--- src/logic/ahb_pkg.sv ---
/*
  AHB-Lite subsystem definitions
  bus widths, transfer codes, memory map and SRAM timing
  shared by the master, the decoder and both slaves
*/

package ahb_pkg;

  // ----------------------------------------
  // bus widths
  // ----------------------------------------
  localparam int ADDR_W = 32;             // HADDR and generic addr
  localparam int DATA_W = 32;             // HWDATA / HRDATA, four byte lanes

  // ----------------------------------------
  // AHB-Lite codes
  // ----------------------------------------
  // HTRANS, only IDLE and NONSEQ are ever issued (no bursts)
  localparam logic [1:0] HTRANS_IDLE   = 2'b00;
  localparam logic [1:0] HTRANS_NONSEQ = 2'b10;

  // HSIZE, log2 of the byte count
  localparam logic [2:0] HSIZE_BYTE = 3'b000;
  localparam logic [2:0] HSIZE_HALF = 3'b001;
  localparam logic [2:0] HSIZE_WORD = 3'b010;

  // HRESP, single bit in AHB-Lite
  localparam logic HRESP_OKAY  = 1'b0;
  localparam logic HRESP_ERROR = 1'b1;

  // ----------------------------------------
  // memory map
  // ----------------------------------------
  // SRAM region must be aligned to its own size
  localparam logic [ADDR_W-1:0] SRAM_BASE = 32'h0000_0000;
  localparam int SRAM_WORDS = 256;                 // depth in 32-bit words
  localparam int SRAM_AW    = $clog2(SRAM_WORDS);  // word index width

  // everything outside [SRAM_BASE, SRAM_BASE + 4*SRAM_WORDS) goes to
  // the default slave and answers ERROR

  // ----------------------------------------
  // SRAM timing
  // ----------------------------------------
  localparam int SRAM_WAIT = 1;           // wait states per transfer

  // wait counter width, kept at least one bit for zero-wait builds
  localparam int WAIT_W = (SRAM_WAIT > 0) ? $clog2(SRAM_WAIT + 1) : 1;

  // value loaded into the wait counter on an accepted transfer
  localparam logic [WAIT_W-1:0] WAIT_LOAD = WAIT_W'(SRAM_WAIT);

endpackage

--- src/logic/ahb_decoder.sv ---
/*
  AHB-Lite address decoder
  selects the SRAM or the default slave from HADDR and returns
  the data-phase owner's HRDATA, HREADY and HRESP to the master
*/

`timescale 1ns/100ps

module ahb_decoder (
  input  logic                       CLK,
  input  logic                       nRST,
  input  logic [ahb_pkg::ADDR_W-1:0] HADDR,
  input  logic [1:0]                 HTRANS,
  // slave responses
  input  logic                       HREADY_sram,
  input  logic                       HRESP_sram,
  input  logic [ahb_pkg::DATA_W-1:0] HRDATA_sram,
  input  logic                       HREADY_dflt,
  input  logic                       HRESP_dflt,
  // selects and muxed response
  output logic                       HSEL_sram,
  output logic                       HSEL_dflt,
  output logic [ahb_pkg::DATA_W-1:0] HRDATA,
  output logic                       HREADY,
  output logic                       HRESP
);

  logic pend;      // a data phase is in progress
  logic own_sram;  // SRAM owns it, else the default slave

  // region check on the bits above the word index
  assign HSEL_sram = (HADDR >> (ahb_pkg::SRAM_AW + 2)) ==
                     (ahb_pkg::SRAM_BASE >> (ahb_pkg::SRAM_AW + 2));
  assign HSEL_dflt = ~HSEL_sram;

  // ----------------------------------------
  // data phase owner
  // ----------------------------------------
  always_ff @(posedge CLK, negedge nRST) begin
    if (!nRST) begin
      pend     <= 1'b0;
      own_sram <= 1'b0;
    end else if (HREADY) begin  // address phase sampled only when ready
      pend     <= (HTRANS == ahb_pkg::HTRANS_NONSEQ);
      own_sram <= HSEL_sram;
    end
  end

  // response mux
  always_comb begin
    if (!pend) begin
      HRDATA = '0;
      HREADY = 1'b1;              // bus free
      HRESP  = ahb_pkg::HRESP_OKAY;
    end else if (own_sram) begin
      HRDATA = HRDATA_sram;
      HREADY = HREADY_sram;
      HRESP  = HRESP_sram;
    end else begin
      HRDATA = '0;                // default slave has no read data
      HREADY = HREADY_dflt;
      HRESP  = HRESP_dflt;
    end
  end

  // the slave without the data phase sits ready with OKAY
  a_owner_only : assert property (@(posedge CLK) disable iff (!nRST)
    pend |-> (own_sram ? (HREADY_dflt && HRESP_dflt == ahb_pkg::HRESP_OKAY)
                       : (HREADY_sram && HRESP_sram == ahb_pkg::HRESP_OKAY)))
    else $error("ahb_decoder: slave without the data phase is not idle");

endmodule

--- config.mk ---
export PLATFORM = sky130hd
export DESIGN_NAME = ahb_decoder
export DESIGN_NICKNAME = d
export VERILOG_FILES = /design/src/logic/ahb_pkg.sv /design/src/logic/ahb_decoder.sv
export SDC_FILE = /design/constraint.sdc
export NUM_CORES = 1
export LEC_CHECK = 0
export BUFFER_PORTS_ARGS = -buffer_cell sky130_fd_sc_hd__buf_2
export CORE_MARGIN = 4
export CORE_UTILIZATION = 23
export DETAILED_ROUTE_END_ITERATION = 8
export GPL_TIMING_DRIVEN = 0
export HOLD_SLACK_MARGIN = 0.05
export PLACE_DENSITY = 0.95
export SLEW_MARGIN = 20
export SYNTH_ARGS = -nofsm -noshare
export SYNTH_HDL_FRONTEND = slang
export SYNTH_SLANG_ARGS = --single-unit
export TNS_END_PERCENT = 1
--- constraint.sdc ---
create_clock -name CLK -period 2.8 [get_ports CLK]
set_input_delay 0.14 -clock CLK [delete_from_list [all_inputs] [get_ports CLK]]
set_output_delay 0.14 -clock CLK [all_outputs]
set_load 0.01 [all_outputs]
==> impl_metrics.env <==
export IMPL_outcome="finished clean"
export IMPL_layout_commonest_cell="buf_2"
export IMPL_synth_area_leader_cell="and3_1"
export IMPL_arrival_ns=1.30
export IMPL_io_buffers=97
export IMPL_layout_drive_gt1_share=0.6605
export IMPL_dp_cells=183
export IMPL_track_usage=0.1483
export IMPL_path_clk_slew_ns=0.03
export IMPL_yosys_area_top_type_share=0.4678
export IMPL_hpwl_mm=1.958
export IMPL_synth_cell_type_count=16
export IMPL_end_kind="primary output"
export IMPL_grt_pass1_vias=769
export IMPL_rsz0062_at_grt="false"
export IMPL_cts_tree="done"
export IMPL_total_leakage_power_nw=0.7235
export IMPL_ios=108
export IMPL_rrSetupSlack_ns=1.79
export IMPL_post_cts_buffers=0
export IMPL_rr_startpoint="pend"
export IMPL_hold_depth=2
export IMPL_grt_ovfl_total=0
export IMPL_wl_per_cell_um=11.55
export IMPL_drv_cap=0
export IMPL_cts_made_buffers=3
export IMPL_via_count=855
export IMPL_stdcell_count=187
export IMPL_clock_skew_ns=0.00004842
export IMPL_synth_seq_cells=2
export IMPL_synthCells=61
export IMPL_power_density_cell_area_mw_per_mm2=163.9
export IMPL_fin_crit_ns=1.439
export IMPL_relSlewSlack=0.8101
export IMPL_setup_tns_ns=0
export IMPL_hold_start="HTRANS[0]"
export IMPL_criticalPathCategory="reg -> out"
export IMPL_synth_area_leaders="and3_1 (47%), dfrtp_1 (12%), nor4_2 (12%)"
export IMPL_finalWorstSetupSlack_ns=1.361
export IMPL_max_freq_mhz=695.0
export IMPL_grt_pass1_wl_mm=3.118
export IMPL_tightest_slew_ns=0.2848
export IMPL_clk_latency_ns=0.22
export IMPL_syn_to_final_growth_pct=128.4
export IMPL_layout_nets=236
export IMPL_dieHeight_um=51.14
export IMPL_cts_buffer_depth=2
export IMPL_htreeDepth=1
export IMPL_crit_fanout=10
export IMPL_dpl_cell_area_um2=944.7
export IMPL_setup_viol=0
export IMPL_antenna_found_initial=0
export IMPL_n_antenna_cell=0
export IMPL_syn_area_um2=427.9
export IMPL_period_share=0.5138
export IMPL_rr_worst_depth=3
export IMPL_avgViaCountPerCell=4.572
export IMPL_drt_pre_antenna_iters=2
export IMPL_synth_area_per_cell_um2=7.015
export IMPL_ys_warn_count=0
export IMPL_die_area_mm2=0.002615
export IMPL_place_ws_ns=1.589
export IMPL_drt_iter0_markers=6
export IMPL_drc=0
export IMPL_maxSlewViolCount=0
export IMPL_finalHoldViolCount=0
export IMPL_initial_core_util=0.2452
export IMPL_final_cell_mix="buf_2 (98), and3_1 (32), clkbuf_1 (6)"
export IMPL_peakVddDrop_mv=0.1647
export IMPL_place_gp_congestion=0.6739
export IMPL_required_ns=2.66
export IMPL_post_route_util=0.5599
export IMPL_timing_rr_end="own_sram"
export IMPL_ant_nets=0
export IMPL_start_kind="register"
export IMPL_final_area_um2=977.2
export IMPL_core_rowCount=15
export IMPL_die_x_um=51.14
export IMPL_hold_path_class="in -> reg"
export IMPL_wirelength_mm=2.159
export IMPL_seq_area_frac_synth=0.1170
export IMPL_syn_nets=133
export IMPL_core_mm2=0.001745
export IMPL_min_delay_worst_endpoint="pend"
export IMPL_clockRootBuffer="clkbuf_4"
export IMPL_cts_sinks=2
export IMPL_grt_start_max_net_pins=11
==> metal layers <==
metal / track usage / up-vias / share of wire
li1: - / 431 / -
met1: 0.1401 / 381 / 0.31
met2: 0.3090 / 43 / 0.57
met3: 0.03207 / 0 / 0.12
met4: 0.04036 / 0 / 0
met5: 0 / - / 0
==> per-stage QoR <==
stage	hold WS, ns	power (W)
2_1_floorplan	-0.1556	0.00004690
3_3_place_gp	-0.07186	0.00009323
3_5_place_dp	-0.07058	0.00009529
4_1_cts	0.08832	0.0001639
5_1_grt	0.1060	0.0001706
6_report	0.09415	0.0001602
==> cells by family after synthesis <==
kind of cell / count (synthesis) / synth area share
flops: 2 / 0.1170
simple gates: 46 / 0.7223
compound gates: 2 / 0.03216
buf+inv: 9 / 0.08186
mux: 2 / 0.04679
==> sequential cells by signal, indices dropped and copies added, names as in the netlist <==
name      flops
own_sram      1
pend          1
==> cells in the mapped netlist <==
master,instances
nor4_1,1
buf_2,1
nor2_2,1
nor3_2,1
dfrtp_1,2
nand4_1,1
o22a_1,1
inv_1,2
and3_1,32
nand2_1,2
o21ai_0,1
mux2i_1,2
nor4_2,4
nor2_1,1
nor2b_1,3
clkbuf_1,6
==> final cells by class <==
cell class / count / area (µm²)
Multi-Input combinational cell: 50 / 342.8
Clock buffer: 3 / 22.52
Buffer: 7 / 27.53
Sequential cell: 2 / 50.05
Tap cell: 25 / 31.28
Timing Repair Buffer: 98 / 495.5
Inverter: 2 / 7.507
Fill cell: 194 / 768.2
==> critical path, cell delays in order (launching register included) <==
cell and delay, ns:
dfrtp_1 0.30, buf_2 0.19, clkbuf_1 0.26, and3_1 0.20, buf_2 0.13
==> repair_timing <==
action	4_1_cts	5_1_grt
resized for setup	0	0
hold buffers	1	0
endpoints found under the setup margin	0	0
hold endpoints to repair	2	0
==> worst max path at each step <==
stage                     startpoint         end  slack [ns]  depth (start not counted)
after floorplan             own_sram   HRDATA[0]        1.79                          3
after global placement      own_sram  HRDATA[20]        1.59                          4
after detailed placement    own_sram  HRDATA[20]        1.59                          4
after CTS                   own_sram  HRDATA[20]        1.34                          4
after global routing            pend   HRDATA[8]        1.23                          3
final                       own_sram  HRDATA[20]        1.36                          4
==> power by group <==
| part | switching (W) | internal (W) |
|---|---|---|
| Sequential | 0.00000249 | 0.0000304 |
| Clock | 0.0000169 | 0.0000473 |
| Combinational | 0.0000253 | 0.0000377 |
No activity file was read; power rests on OpenSTA's default activity.
