## config.mk

```make
export PLATFORM = sky130hd
export DESIGN_NAME = ahb_master
export DESIGN_NICKNAME = d
export VERILOG_FILES = /design/src/logic/ahb_pkg.sv /design/src/logic/ahb_master.sv
export SDC_FILE = /design/constraint.sdc
export NUM_CORES = 1
export LEC_CHECK = 0
export BUFFER_PORTS_ARGS = -buffer_cell sky130_fd_sc_hd__buf_4
export CAP_MARGIN = 20
export CORE_MARGIN = 8
export CORE_UTILIZATION = 37
export DETAILED_ROUTE_END_ITERATION = 8
export PLACE_DENSITY_LB_ADDON = 0.1
export SYNTH_ARGS = -nofsm -noshare
export SYNTH_HDL_FRONTEND = slang
export SYNTH_SLANG_ARGS = --single-unit
export TNS_END_PERCENT = 20
```

## constraint.sdc

```tcl
create_clock -name CLK -period 3.2 [get_ports CLK]
set_clock_uncertainty 0.05 [all_clocks]
set_input_delay 0.96 -clock CLK [delete_from_list [all_inputs] [get_ports CLK]]
set_output_delay 0.96 -clock CLK [all_outputs]
set_load 0.05 [all_outputs]
```

## src/logic/ahb_pkg.sv

```systemverilog
/*
  AHB-Lite subsystem definitions
  bus widths, transfer codes, memory map and SRAM timing
  shared by the master, the decoder and both slaves
*/

package ahb_pkg;

  // ----------------------------------------
  // bus widths
  // ----------------------------------------
  localparam int ADDR_W = 32;             // HADDR and generic addr
  localparam int DATA_W = 32;             // HWDATA / HRDATA, four byte lanes

  // ----------------------------------------
  // AHB-Lite codes
  // ----------------------------------------
  // HTRANS, only IDLE and NONSEQ are ever issued (no bursts)
  localparam logic [1:0] HTRANS_IDLE   = 2'b00;
  localparam logic [1:0] HTRANS_NONSEQ = 2'b10;

  // HSIZE, log2 of the byte count
  localparam logic [2:0] HSIZE_BYTE = 3'b000;
  localparam logic [2:0] HSIZE_HALF = 3'b001;
  localparam logic [2:0] HSIZE_WORD = 3'b010;

  // HRESP, single bit in AHB-Lite
  localparam logic HRESP_OKAY  = 1'b0;
  localparam logic HRESP_ERROR = 1'b1;

  // ----------------------------------------
  // memory map
  // ----------------------------------------
  // SRAM region must be aligned to its own size
  localparam logic [ADDR_W-1:0] SRAM_BASE = 32'h0000_0000;
  localparam int SRAM_WORDS = 256;                 // depth in 32-bit words
  localparam int SRAM_AW    = $clog2(SRAM_WORDS);  // word index width

  // everything outside [SRAM_BASE, SRAM_BASE + 4*SRAM_WORDS) goes to
  // the default slave and answers ERROR

  // ----------------------------------------
  // SRAM timing
  // ----------------------------------------
  localparam int SRAM_WAIT = 1;           // wait states per transfer

  // wait counter width, kept at least one bit for zero-wait builds
  localparam int WAIT_W = (SRAM_WAIT > 0) ? $clog2(SRAM_WAIT + 1) : 1;

  // value loaded into the wait counter on an accepted transfer
  localparam logic [WAIT_W-1:0] WAIT_LOAD = WAIT_W'(SRAM_WAIT);

endpackage

```

## src/logic/ahb_master.sv

```systemverilog
/*
  AHB-Lite master
  turns one generic bus request (ren/wen) into a single NONSEQ
  transfer, waits out the data phase on HREADY and reports an
  ERROR response on the error output
*/

`timescale 1ns/100ps

module ahb_master (
  input  logic                         CLK,
  input  logic                         nRST,
  // generic bus side
  input  logic                         ren,
  input  logic                         wen,
  input  logic [ahb_pkg::ADDR_W-1:0]   addr,
  input  logic [ahb_pkg::DATA_W-1:0]   wdata,
  input  logic [ahb_pkg::DATA_W/8-1:0] byte_en,
  output logic [ahb_pkg::DATA_W-1:0]   rdata,
  output logic                         busy,
  output logic                         error,
  // AHB-Lite side
  output logic [ahb_pkg::ADDR_W-1:0]   HADDR,
  output logic [1:0]                   HTRANS,
  output logic                         HWRITE,
  output logic [2:0]                   HSIZE,
  output logic [ahb_pkg::DATA_W-1:0]   HWDATA,
  input  logic [ahb_pkg::DATA_W-1:0]   HRDATA,
  input  logic                         HREADY,
  input  logic                         HRESP
);

  logic                       req;       // a request is present
  logic                       data_ph;   // state: 0 idle/address, 1 data
  logic                       complete;  // data phase ends this cycle
  logic [2:0]                 size_a;    // size decoded from byte_en
  logic [1:0]                 lane_a;    // lowest enabled byte lane
  logic [ahb_pkg::ADDR_W-1:0] addr_a;    // address with lane bits fixed up
  logic [ahb_pkg::ADDR_W-1:0] haddr_q;   // transfer in flight
  logic                       hwrite_q;
  logic [2:0]                 hsize_q;

  assign req      = ren | wen;
  assign complete = data_ph & HREADY;

  // ----------------------------------------
  // address phase decode
  // ----------------------------------------
  always_comb begin
    case (byte_en)
      4'b1111:          size_a = ahb_pkg::HSIZE_WORD;
      4'b0011, 4'b1100: size_a = ahb_pkg::HSIZE_HALF;
      default:          size_a = ahb_pkg::HSIZE_BYTE;  // single lane
    endcase
  end

  // low address bits point at the first lane written or read
  always_comb begin
    if (byte_en[0])      lane_a = 2'd0;
    else if (byte_en[1]) lane_a = 2'd1;
    else if (byte_en[2]) lane_a = 2'd2;
    else                 lane_a = 2'd3;
  end

  assign addr_a = {addr[ahb_pkg::ADDR_W-1:2], lane_a};

  // ----------------------------------------
  // state and transfer registers
  // ----------------------------------------
  always_ff @(posedge CLK, negedge nRST) begin
    if (!nRST) begin
      data_ph <= 1'b0;
    end else if (!data_ph) begin
      data_ph <= req & HREADY;  // address phase accepted
    end else if (HREADY) begin
      data_ph <= 1'b0;          // OKAY done, or second ERROR cycle
    end
  end

  always_ff @(posedge CLK) begin
    if (!data_ph && req && HREADY) begin
      haddr_q  <= addr_a;
      hwrite_q <= wen;
      hsize_q  <= size_a;
    end
  end

  // ----------------------------------------
  // bus outputs
  // ----------------------------------------
  // NONSEQ only in the first cycle, IDLE through wait states
  assign HTRANS = (!data_ph && req) ? ahb_pkg::HTRANS_NONSEQ : ahb_pkg::HTRANS_IDLE;
  assign HADDR  = data_ph ? haddr_q  : addr_a;
  assign HWRITE = data_ph ? hwrite_q : wen;
  assign HSIZE  = data_ph ? hsize_q  : size_a;
  assign HWDATA = data_ph ? wdata : '0;  // requester still holds wdata

  assign rdata = HRDATA;
  assign busy  = data_ph ? ~HREADY : req;
  assign error = complete & (HRESP == ahb_pkg::HRESP_ERROR);

  // requester contract: legal lane pattern, never read and write at once
  a_legal_req : assert property (@(posedge CLK) disable iff (!nRST)
    req |-> !(ren && wen) &&
      (byte_en inside {4'b0001, 4'b0010, 4'b0100, 4'b1000, 4'b0011, 4'b1100, 4'b1111}))
    else $error("ahb_master: illegal request ren=%b wen=%b byte_en=%b", ren, wen, byte_en);

endmodule

```

==> results of run 1 <==
-- where the power goes --
part | total (uW) | switching (uW) | internal [uW]
Combinational | 690 | 434 | 256
Sequential | 568 | 17.9 | 551
Clock | 288 | 140 | 148
-- final cells by class --
class / instances / area [um2]
fill: 513 / 2440
timing repair buffer: 144 / 1110
sequential: 36 / 1080
multi-input combinational: 89 / 777
tap: 72 / 90.1
clock buffer: 6 / 72.6
clock inverter: 1 / 5.00
inverter: 1 / 3.75
-- synth_stat cells --
master     count
a21oi_1        1
a31oi_1        1
and2_1        32
and3_1         1
buf_2          5
buf_4         34
buf_6          3
conb_1         1
dfrtp_1        1
edfxtp_1      35
inv_1          1
mux2_1         1
mux2_2        13
mux2_4        18
mux2i_1        1
nand2_1        5
nand4bb_1      2
nor2_1         6
nor2b_1        2
nor3_1         1
o21ai_0        1
o31ai_1        2
-- critical path: cells and delay by family (launching register included) --
kind	cells	cell delay, ns
buffers and inverters	2	0.48
DFF	1	0.68
muxes	1	0.36
-- metal layers --
metal	vias to the layer above	routed length [um]	share of wire, %	global-route usage, %
met5	-	0	0	0
met4	0	102	1.7	5.37
met3	19	704	12	7.67
met2	78	3040	51	22.9
met1	706	2160	36	13.3
li1	760	-	-	-
-- through the flow --
step	utilization, %	area (um2)
after floorplan	-	2160
final	56.2	3130
after global routing	56.2	3130
after detailed placement	54.8	3050
after CTS	56.2	3130
after global placement	54.8	3050
-- cell families (layout without fill, tap and decap cells) --
| family | Yosys count | after routing |
|---|---|---|
| AO/OA/AOI/OAI | 5 | 5 |
| buffers and inverters | 43 | 152 |
| flip-flops | 36 | 36 |
| multiplexers | 33 | 33 |
| other | 1 | 2 |
| AND/OR/NAND/NOR | 49 | 49 |
-- path summary, 6_finish.rpt --
check / startpoint / endpoint / slack, ns / depth (start not counted)
max: data_ph$_DFF_PN0_ / HADDR[2] / 0.39 / 3
min: nRST / data_ph$_DFF_PN0_ / 0.40 / 1
max reg2reg: data_ph$_DFF_PN0_ / hwrite_q$_DFFE_PP_ / 1.30 / 3
min reg2reg: data_ph$_DFF_PN0_ / data_ph$_DFF_PN0_ / 0.85 / 2
max in group asynchronous: nRST / data_ph$_DFF_PN0_ / 2.61 / 1
min in group CLK: addr[12] / haddr_q[12]$_DFFE_PP_ / 0.81 / 1
-- registers in the layout (all words and copies together), names as in the netlist --
register and count:
hwrite_q 1, hsize_q 2, haddr_q 32, data_ph 1
==> impl_results.md, run 1 <==
- TritonCTS Buffers: 5
- Antenna violations before repair: 0
- Iteration count of the initial detailed-routing pass: 4
- Final Non-Filler Cells: around 350
- Post-Synth Simple-Gate Area: 13.4%
- Worst slew margin: about two thirds
- Root buf cell: clkbuf_8
- HPWL Detailed: 5040 um
- # nets final: 383
- CP endpoint kind: output pin
- Mapped Area: about 2200 um2
- Pwr dens: 494 nW/um2
- Most frequent cells in the layout: 142 x buf_4, 35 x edfxtp_1, 32 x and2_1
- Final Cycle Share: 87.8%
- Post-place setup slack: 0.482 ns
- # resized after CTS: 0
- Final setup viols: 0
- Final setup margin: 0.390 ns
- Post-Syn Instances: between 150 and 200
- Placed Instances: about 340
- Maximum clock rate: 356 MHz
- Leak: ~0.0014 uW
- Clock Path Buffers: 2
- Area share of fa/ha/maj cells after synthesis: 0%
- Total vias in the final route: between 1500 and 2000
- CTS Sinks: 36
- CP peak stage delay: 0.68 ns
- Share of layout cells above drive strength 1: 66.4%
- WL/cell: 17.2 um
- Slew Limit Fails: 0
- Syn_area_per_cell: ~13 um2
- Critical path data required time: 2.19 ns
- Status: finished, final reports clean
- Setup bufs post-CTS: 0
- Startpoint types: register
- Die Width: 92.3 um
- Min Tclk post-route: roughly 2.8 ns
- Ranking of synthesized cells by area: edfxtp_1 49%, mux2_4 13%, buf_4 12%, and2_1 9.3%, mux2_2 6.8%
- Depth of the CTS H-tree: 2
- CP Data Arrival Time: around 1.8 ns
- Drt drc: 0
- Worst Tran Pin Value: 0.520 ns
- WHS: 0.399 ns
- XOR/XNOR Fraction of Synth Area: 0%
- Maximum Capacitance Violations: 0
- Unrepaired setup endpoints after global routing: false
- CTS tree: built
- Via/cell ratio: 4.48
- Post-synthesis mux area share: 20.3%
- Worst-path fanout max: between 40 and 50
- Rows: 27
- Power, Total: 1550 uW
- Seq/Total Area, Yosys: 49.9%
- Main combinational cell family by area after synthesis: multiplexers
- Post-synthesis compound-gate area fraction: ~1.5%
- Largest net degree at the start of global routing: 48
- Cell taking the most area after synthesis: edfxtp_1
- Area Overhead vs Synth: 45.4%
- Drt first-iter violations: just over 60
- Core area: 5570 um2
- Worst VDD drop: 0.000258 V
- CP max-delay cell: dfrtp_2
- Die H: about 92 um
- Number of global-route vias before repair: 1654
- Post-Route Setup TNS: 0 ns
- GRT overflow: 0
- I/O pins: 210
- Die area: around 8500 um2
- CTS Hold Buffers Added: 0
- First-pass GRT wire length: between 9000 and 10000 um
- Crit path cell chain: buf_12, mux2_2, buf_4
- Clock Latency Late Sink: 0.27 ns
- CTS clk-pin slew, worst paths: about 0.060 ns
- Starting density of the core: roughly two fifths
- Min-delay worst type: in2async
- Ant. Diodes: 0
- Top-area cell type share of the netlist area: roughly half
- GPL Wtd Cong: approximately 0.72
- Post-route ant nets: 0
- Gr usage total: about 13%
- Final hold vios: 0
- Total wire length: between 6000 and 7000 um
- Yosys reg bits: 36
- CP Class: reg2out
- Synth warn: 0
- IO buf count: roughly 140
- Commonest non-fill, non-tap cell in the layout: buf_4
- Post-synth cell types: 22
Note: power is estimated with default switching activity, not from simulation.
==> inputs of run 2 (changes only) <==
--- a/config.mk
+++ b/config.mk
@@ -8,7 +8,7 @@
 export BUFFER_PORTS_ARGS = -buffer_cell sky130_fd_sc_hd__buf_4
 export CAP_MARGIN = 20
 export CORE_MARGIN = 8
-export CORE_UTILIZATION = 37
+export CORE_UTILIZATION = 25
 export DETAILED_ROUTE_END_ITERATION = 8
 export PLACE_DENSITY_LB_ADDON = 0.1
 export SYNTH_ARGS = -nofsm -noshare
==> impl_results.md, run 2 (synthesis gave the netlist of run 1 again) <==
- Total wire length: approximately 6100 um
- GPL Wtd Cong: 0.643
- Flop2flop setup slack: approximately 1.6 ns
- HPWL Detailed: ~5000 um
- CP Data Arrival Time: 1.84 ns
- Via/cell ratio: 4.17
- Largest regs: haddr_q x32, hsize_q x2
- # nets final: between 300 and 400
- Metal2 WL: 3030 um
- Most frequent cells in the layout: 142 x buf_4, 35 x edfxtp_1, 32 x and2_1
- Root buf cell: clkbuf_8
- Final Cycle Share: 89.0%
- Pwr dens: 490 nW/um2
- TritonCTS Buffers: 5
- Gr usage total: 9.58%
- Top layer in use: met4
- Met1 WL: 2030 um
- Die area: 11800 um2
- Final hold vios: 0
- GRT overflow: 0
- Core area: 8550 um2
- Largest delay contributor family on the critical path: flip-flops
- Maximum clock rate: approximately 350 MHz
- Top reg by flops: haddr_q
- Worst slew margin: 65.5%
- IO buf count: ~140
- CP Class: reg2out
- Antenna violations before repair: 0
- Die H: 109 um
- CTS Sinks: 36
- CP endpoint kind: output pin
- Drt first-iter violations: 67
- CTS Hold Buffers Added: 0
- CP peak stage delay: around 0.7 ns
- Depth of the CTS H-tree: 2
- WL/cell: 15.8 um
- Share of layout cells above drive strength 1: 66.1%
- I/O pins: 210
- Status: finished, final reports clean
- Critical path data required time: around 2.2 ns
- # resized after CTS: 0
- Crit path cell chain: buf_12, mux2_2, buf_4
- Iteration count of the initial detailed-routing pass: 3
- Max reg flops: 32
- Power, Total: 1560 uW
- Min Tclk post-route: roughly 2.8 ns
- Number of global-route vias before repair: about 1700
- Ant. Diodes: 0
- Min-delay worst type: in2async
- DR WL met3: 935 um
- Final setup margin: roughly 0.35 ns
- CTS tree: built
- Largest net degree at the start of global routing: 46
- Commonest non-fill, non-tap cell in the layout: buf_4
- CP max-delay cell: dfrtp_2
- Worst VDD drop: 0.000207 V
- Setup bufs post-CTS: 0
- First-pass GRT wire length: about 8900 um
- Post-place setup slack: 0.472 ns
- Startpoint types: register
- Clock Path Buffers: 2
- Area Overhead vs Synth: 47.4%
- CTS clk-pin slew, worst paths: 0.07 ns
- Drt drc: 0
- Total vias in the final route: 1607
- Rows: 34
- Worst-path fanout max: 45
- Worst path bufs/invs: 2
- Maximum Capacitance Violations: 0
- Starting density of the core: approximately 25%
- Unrepaired setup endpoints after global routing: false
- Die Width: 109 um
- Post-route ant nets: 0
- Worst Tran Pin Value: 0.517 ns
- Leak: roughly 0.0014 uW
- Slew Limit Fails: 0
- Clock Latency Late Sink: 0.28 ns
- Final setup viols: 0
run 2: changes by cell type in the layout (fill, tap and decap cells not counted), sizes merged:
cell and change:
clkbuf -1, clkinv +1
run 2: through the flow:
| stage | TNS [ns] | hold WS (ns) | util, % | area (um2) | cells |
|---|---|---|---|---|---|
| 6_report | 0 | 0.394 | 37.1 | 3180 | 385 |
| 5_1_grt | 0 | 0.373 | 37.1 | 3180 | 385 |
| 4_1_cts | 0 | 0.377 | 37.1 | 3180 | 385 |
| 3_5_place_dp | 0 | 0.688 | 36.2 | 3100 | 378 |
| 3_3_place_gp | 0 | 0.686 | 36.2 | 3100 | 378 |
| 2_1_floorplan | -0.0323 | 0.614 | - | 2160 | 168 |
run 2: path summary, 6_finish.rpt:
check | start | to | cells after the start
min reg2reg | data_ph$_DFF_PN0_ | data_ph$_DFF_PN0_ | 2
min in group CLK | addr[8] | haddr_q[8]$_DFFE_PP_ | 1
min | nRST | data_ph$_DFF_PN0_ | 1
max in group asynchronous | nRST | data_ph$_DFF_PN0_ | 1
max reg2reg | data_ph$_DFF_PN0_ | haddr_q[7]$_DFFE_PP_ | 2
max | data_ph$_DFF_PN0_ | HADDR[31] | 3
run 2: area by class of cell:
type | count | area [um2]
clock buffer | 5 | 68.8
clock inverter | 2 | 7.51
fill | 842 | 5380
inverter | 1 | 3.75
multi-input combinational | 89 | 777
sequential | 36 | 1080
tap | 108 | 135
timing repair buffer | 144 | 1110
run 2: layer usage:
metal / vias to the layer above / global-route usage (%)
met5: - / 0
met4: 0 / 3.03
met3: 20 / 5.91
met2: 102 / 17.1
met1: 724 / 8.82
li1: 761 / -
run 2: report_power, final:
group	switching [uW]	total (uW)	internal, uW
Combinational	436	692	256
Sequential	18.3	568	550
Clock	153	297	144
==> inputs of run 3 (changes only) <==
--- a/config.mk
+++ b/config.mk
@@ -11,6 +11,7 @@
 export CORE_UTILIZATION = 25
 export DETAILED_ROUTE_END_ITERATION = 8
 export PLACE_DENSITY_LB_ADDON = 0.1
+export RECOVER_POWER = 100
 export SYNTH_ARGS = -nofsm -noshare
 export SYNTH_HDL_FRONTEND = slang
 export SYNTH_SLANG_ARGS = --single-unit
==> impl_results.md, run 3 (synthesis gave the netlist of run 1 again) <==
- Worst r2r path cells: 2
- Number of global-route vias before repair: 1709
- Met1 WL: 2030 um
- CP Depth: 3
- CTS clk-pin slew, worst paths: around 0.070 ns
- Post-layout util: 34.1%
- Post-route ant nets: 0
- Maximum clock rate: about 340 MHz
- Register share of total power: 38.2%
- CTS Hold Buffers Added: 0
- R2R Path End: haddr_q[7]$_DFFE_PP_
- Top layer in use: met4
- GPL Wtd Cong: 0.643
- Clk pwr share: about a fifth
- TritonCTS Buffers: 5
- Worst path bufs/invs: 2
- Antenna violations before repair: 0
- Final Cycle Share: 91.5%
- CP max-delay cell: dfrtp_2
- Area Overhead vs Synth: 35.1%
- Via/cell ratio: 4.16
- Largest net degree at the start of global routing: 46
- DR WL met3: 938 um
- Clock Path Buffers: 2
- Most frequent cells in the layout: 50 x clkbuf_1, 43 x buf_4, 35 x edfxtp_1
- Metal2 WL: 3000 um
- Top reg by flops: haddr_q
- Startpoint types: register
- GRT overflow: 0
- Internal power: between 800 and 900 uW
- Root buf cell: clkbuf_8
- I/O pins: 210
- Worst VDD drop: 0.000206 V
- HPWL Detailed: 4920 um
- CP Data Arrival Time: 1.92 ns
- Core area: 8550 um2
- Critical path data required time: 2.19 ns
- Iteration count of the initial detailed-routing pass: 4
- Worst reg2reg path startpoint: data_ph$_DFF_PN0_
- Maximum Capacitance Violations: 0
- Crit path cell chain: clkbuf_2, mux2_2, clkbuf_2
- WHS: 0.413 ns
- Starting density of the core: 25.2%
- # nets final: 383
- Gr usage total: 9.58%
- Worst Tran Pin Value: 1.17 ns
- Total vias in the final route: between 1500 and 2000
- Max reg flops: 32
- First-pass GRT wire length: 8940 um
- Die area: 11800 um2
- Rows: 34
- Die Width: 109 um
- Slew Limit Fails: 0
- CP Class: reg2out
- IO buf count: 141
- Sw frac: 40.7%
- CTS Sinks: 36
- # resized after CTS: 0
- Status: finished, final reports clean
- CP peak stage delay: roughly 0.67 ns
- Final hold vios: 0
- Clock Latency Late Sink: 0.28 ns
- Flop2flop setup slack: around 1.0 ns
- CTS tree: built
- Share of layout cells above drive strength 1: 47.3%
- Largest regs: haddr_q x32, hsize_q x2
- Leak: 0.00123 uW
- Setup bufs post-CTS: 0
- Worst slew margin: 21.8%
- Ant. Diodes: 0
- Drt drc: 0
- Placed Instances: 378
- Fillers: 919
- Final Non-Filler Cells: 385
- Total wire length: ~6100 um
- Net Sw Power: 603 uW
- Worst path most repeated cell: clkbuf_2
- Drt first-iter violations: 65
- Pwr dens: 510 nW/um2
- Commonest non-fill, non-tap cell in the layout: clkbuf_1
- WL/cell: 15.8 um
- Die H: 109 um
- Worst-path fanout max: 22
- CP endpoint kind: output pin
- Min Tclk post-route: 2.93 ns
- Combinational share of power: 41.8%
- Final setup viols: 0
- Unrepaired setup endpoints after global routing: false
- Depth of the CTS H-tree: 2
- Largest delay contributor family on the critical path: flip-flops
- Min-delay worst type: in2async
==> run 3: changes by cell type in the layout (fill, tap and decap cells not counted), moves of 23 or more <==
| cell | delta |
|---|---|
| clkbuf_4 | +23 |
| clkbuf_1 | +50 |
| clkbuf_2 | +26 |
| buf_4 | -99 |
==> run 3: layout make-up <==
type	instances	area, um2	area share, %
Clock buffer	5	68.8	2.36
Clock inverter	2	7.51	0.258
Inverter	1	3.75	0.129
Multi-Input combinational cell	89	766	26.3
Sequential cell	36	1080	37.0
Tap cell	108	135	4.64
Timing Repair Buffer	144	853	29.3
==> run 3: through the flow <==
step | power [uW] | worst slack [ns] | TNS, ns | instance area, um2
finish | 1480 | 0.271 | 0 | 2910
global route | 1560 | 0.133 | 0 | 2910
CTS | 1590 | 0.303 | 0 | 3180
detailed placement | 1280 | 0.472 | 0 | 3100
global placement | 1280 | 0.479 | 0 | 3100
floorplan | 1150 | -0.0323 | -0.0323 | 2160
==> run 3: power groups by stage <==
stage	clock [uW]	sequential [uW]	combinational [uW]
floorplan	0	566	587
global placement	0	579	701
detailed placement	0	579	702
CTS	323	569	703
global route	334	572	654
finish	296	567	620
==> run 3: worst max-delay path by stage <==
stage | slack [ns] | start | to
6_report | 0.27 | data_ph$_DFF_PN0_ | HADDR[3]
5_1_grt | 0.13 | data_ph$_DFF_PN0_ | HADDR[3]
4_1_cts | 0.30 | data_ph$_DFF_PN0_ | HADDR[31]
3_5_place_dp | 0.47 | byte_en[0] | HSIZE[0]
3_3_place_gp | 0.48 | byte_en[0] | HSIZE[0]
2_1_floorplan | -0.03 | byte_en[0] | HSIZE[1]
==> run 3: routing by layer <==
| metal | vias up | GRT usage, % |
|---|---|---|
| li1 | 765 | - |
| met1 | 715 | 8.82 |
| met2 | 102 | 17.1 |
| met3 | 18 | 5.91 |
| met4 | 0 | 3.03 |
| met5 | - | 0 |
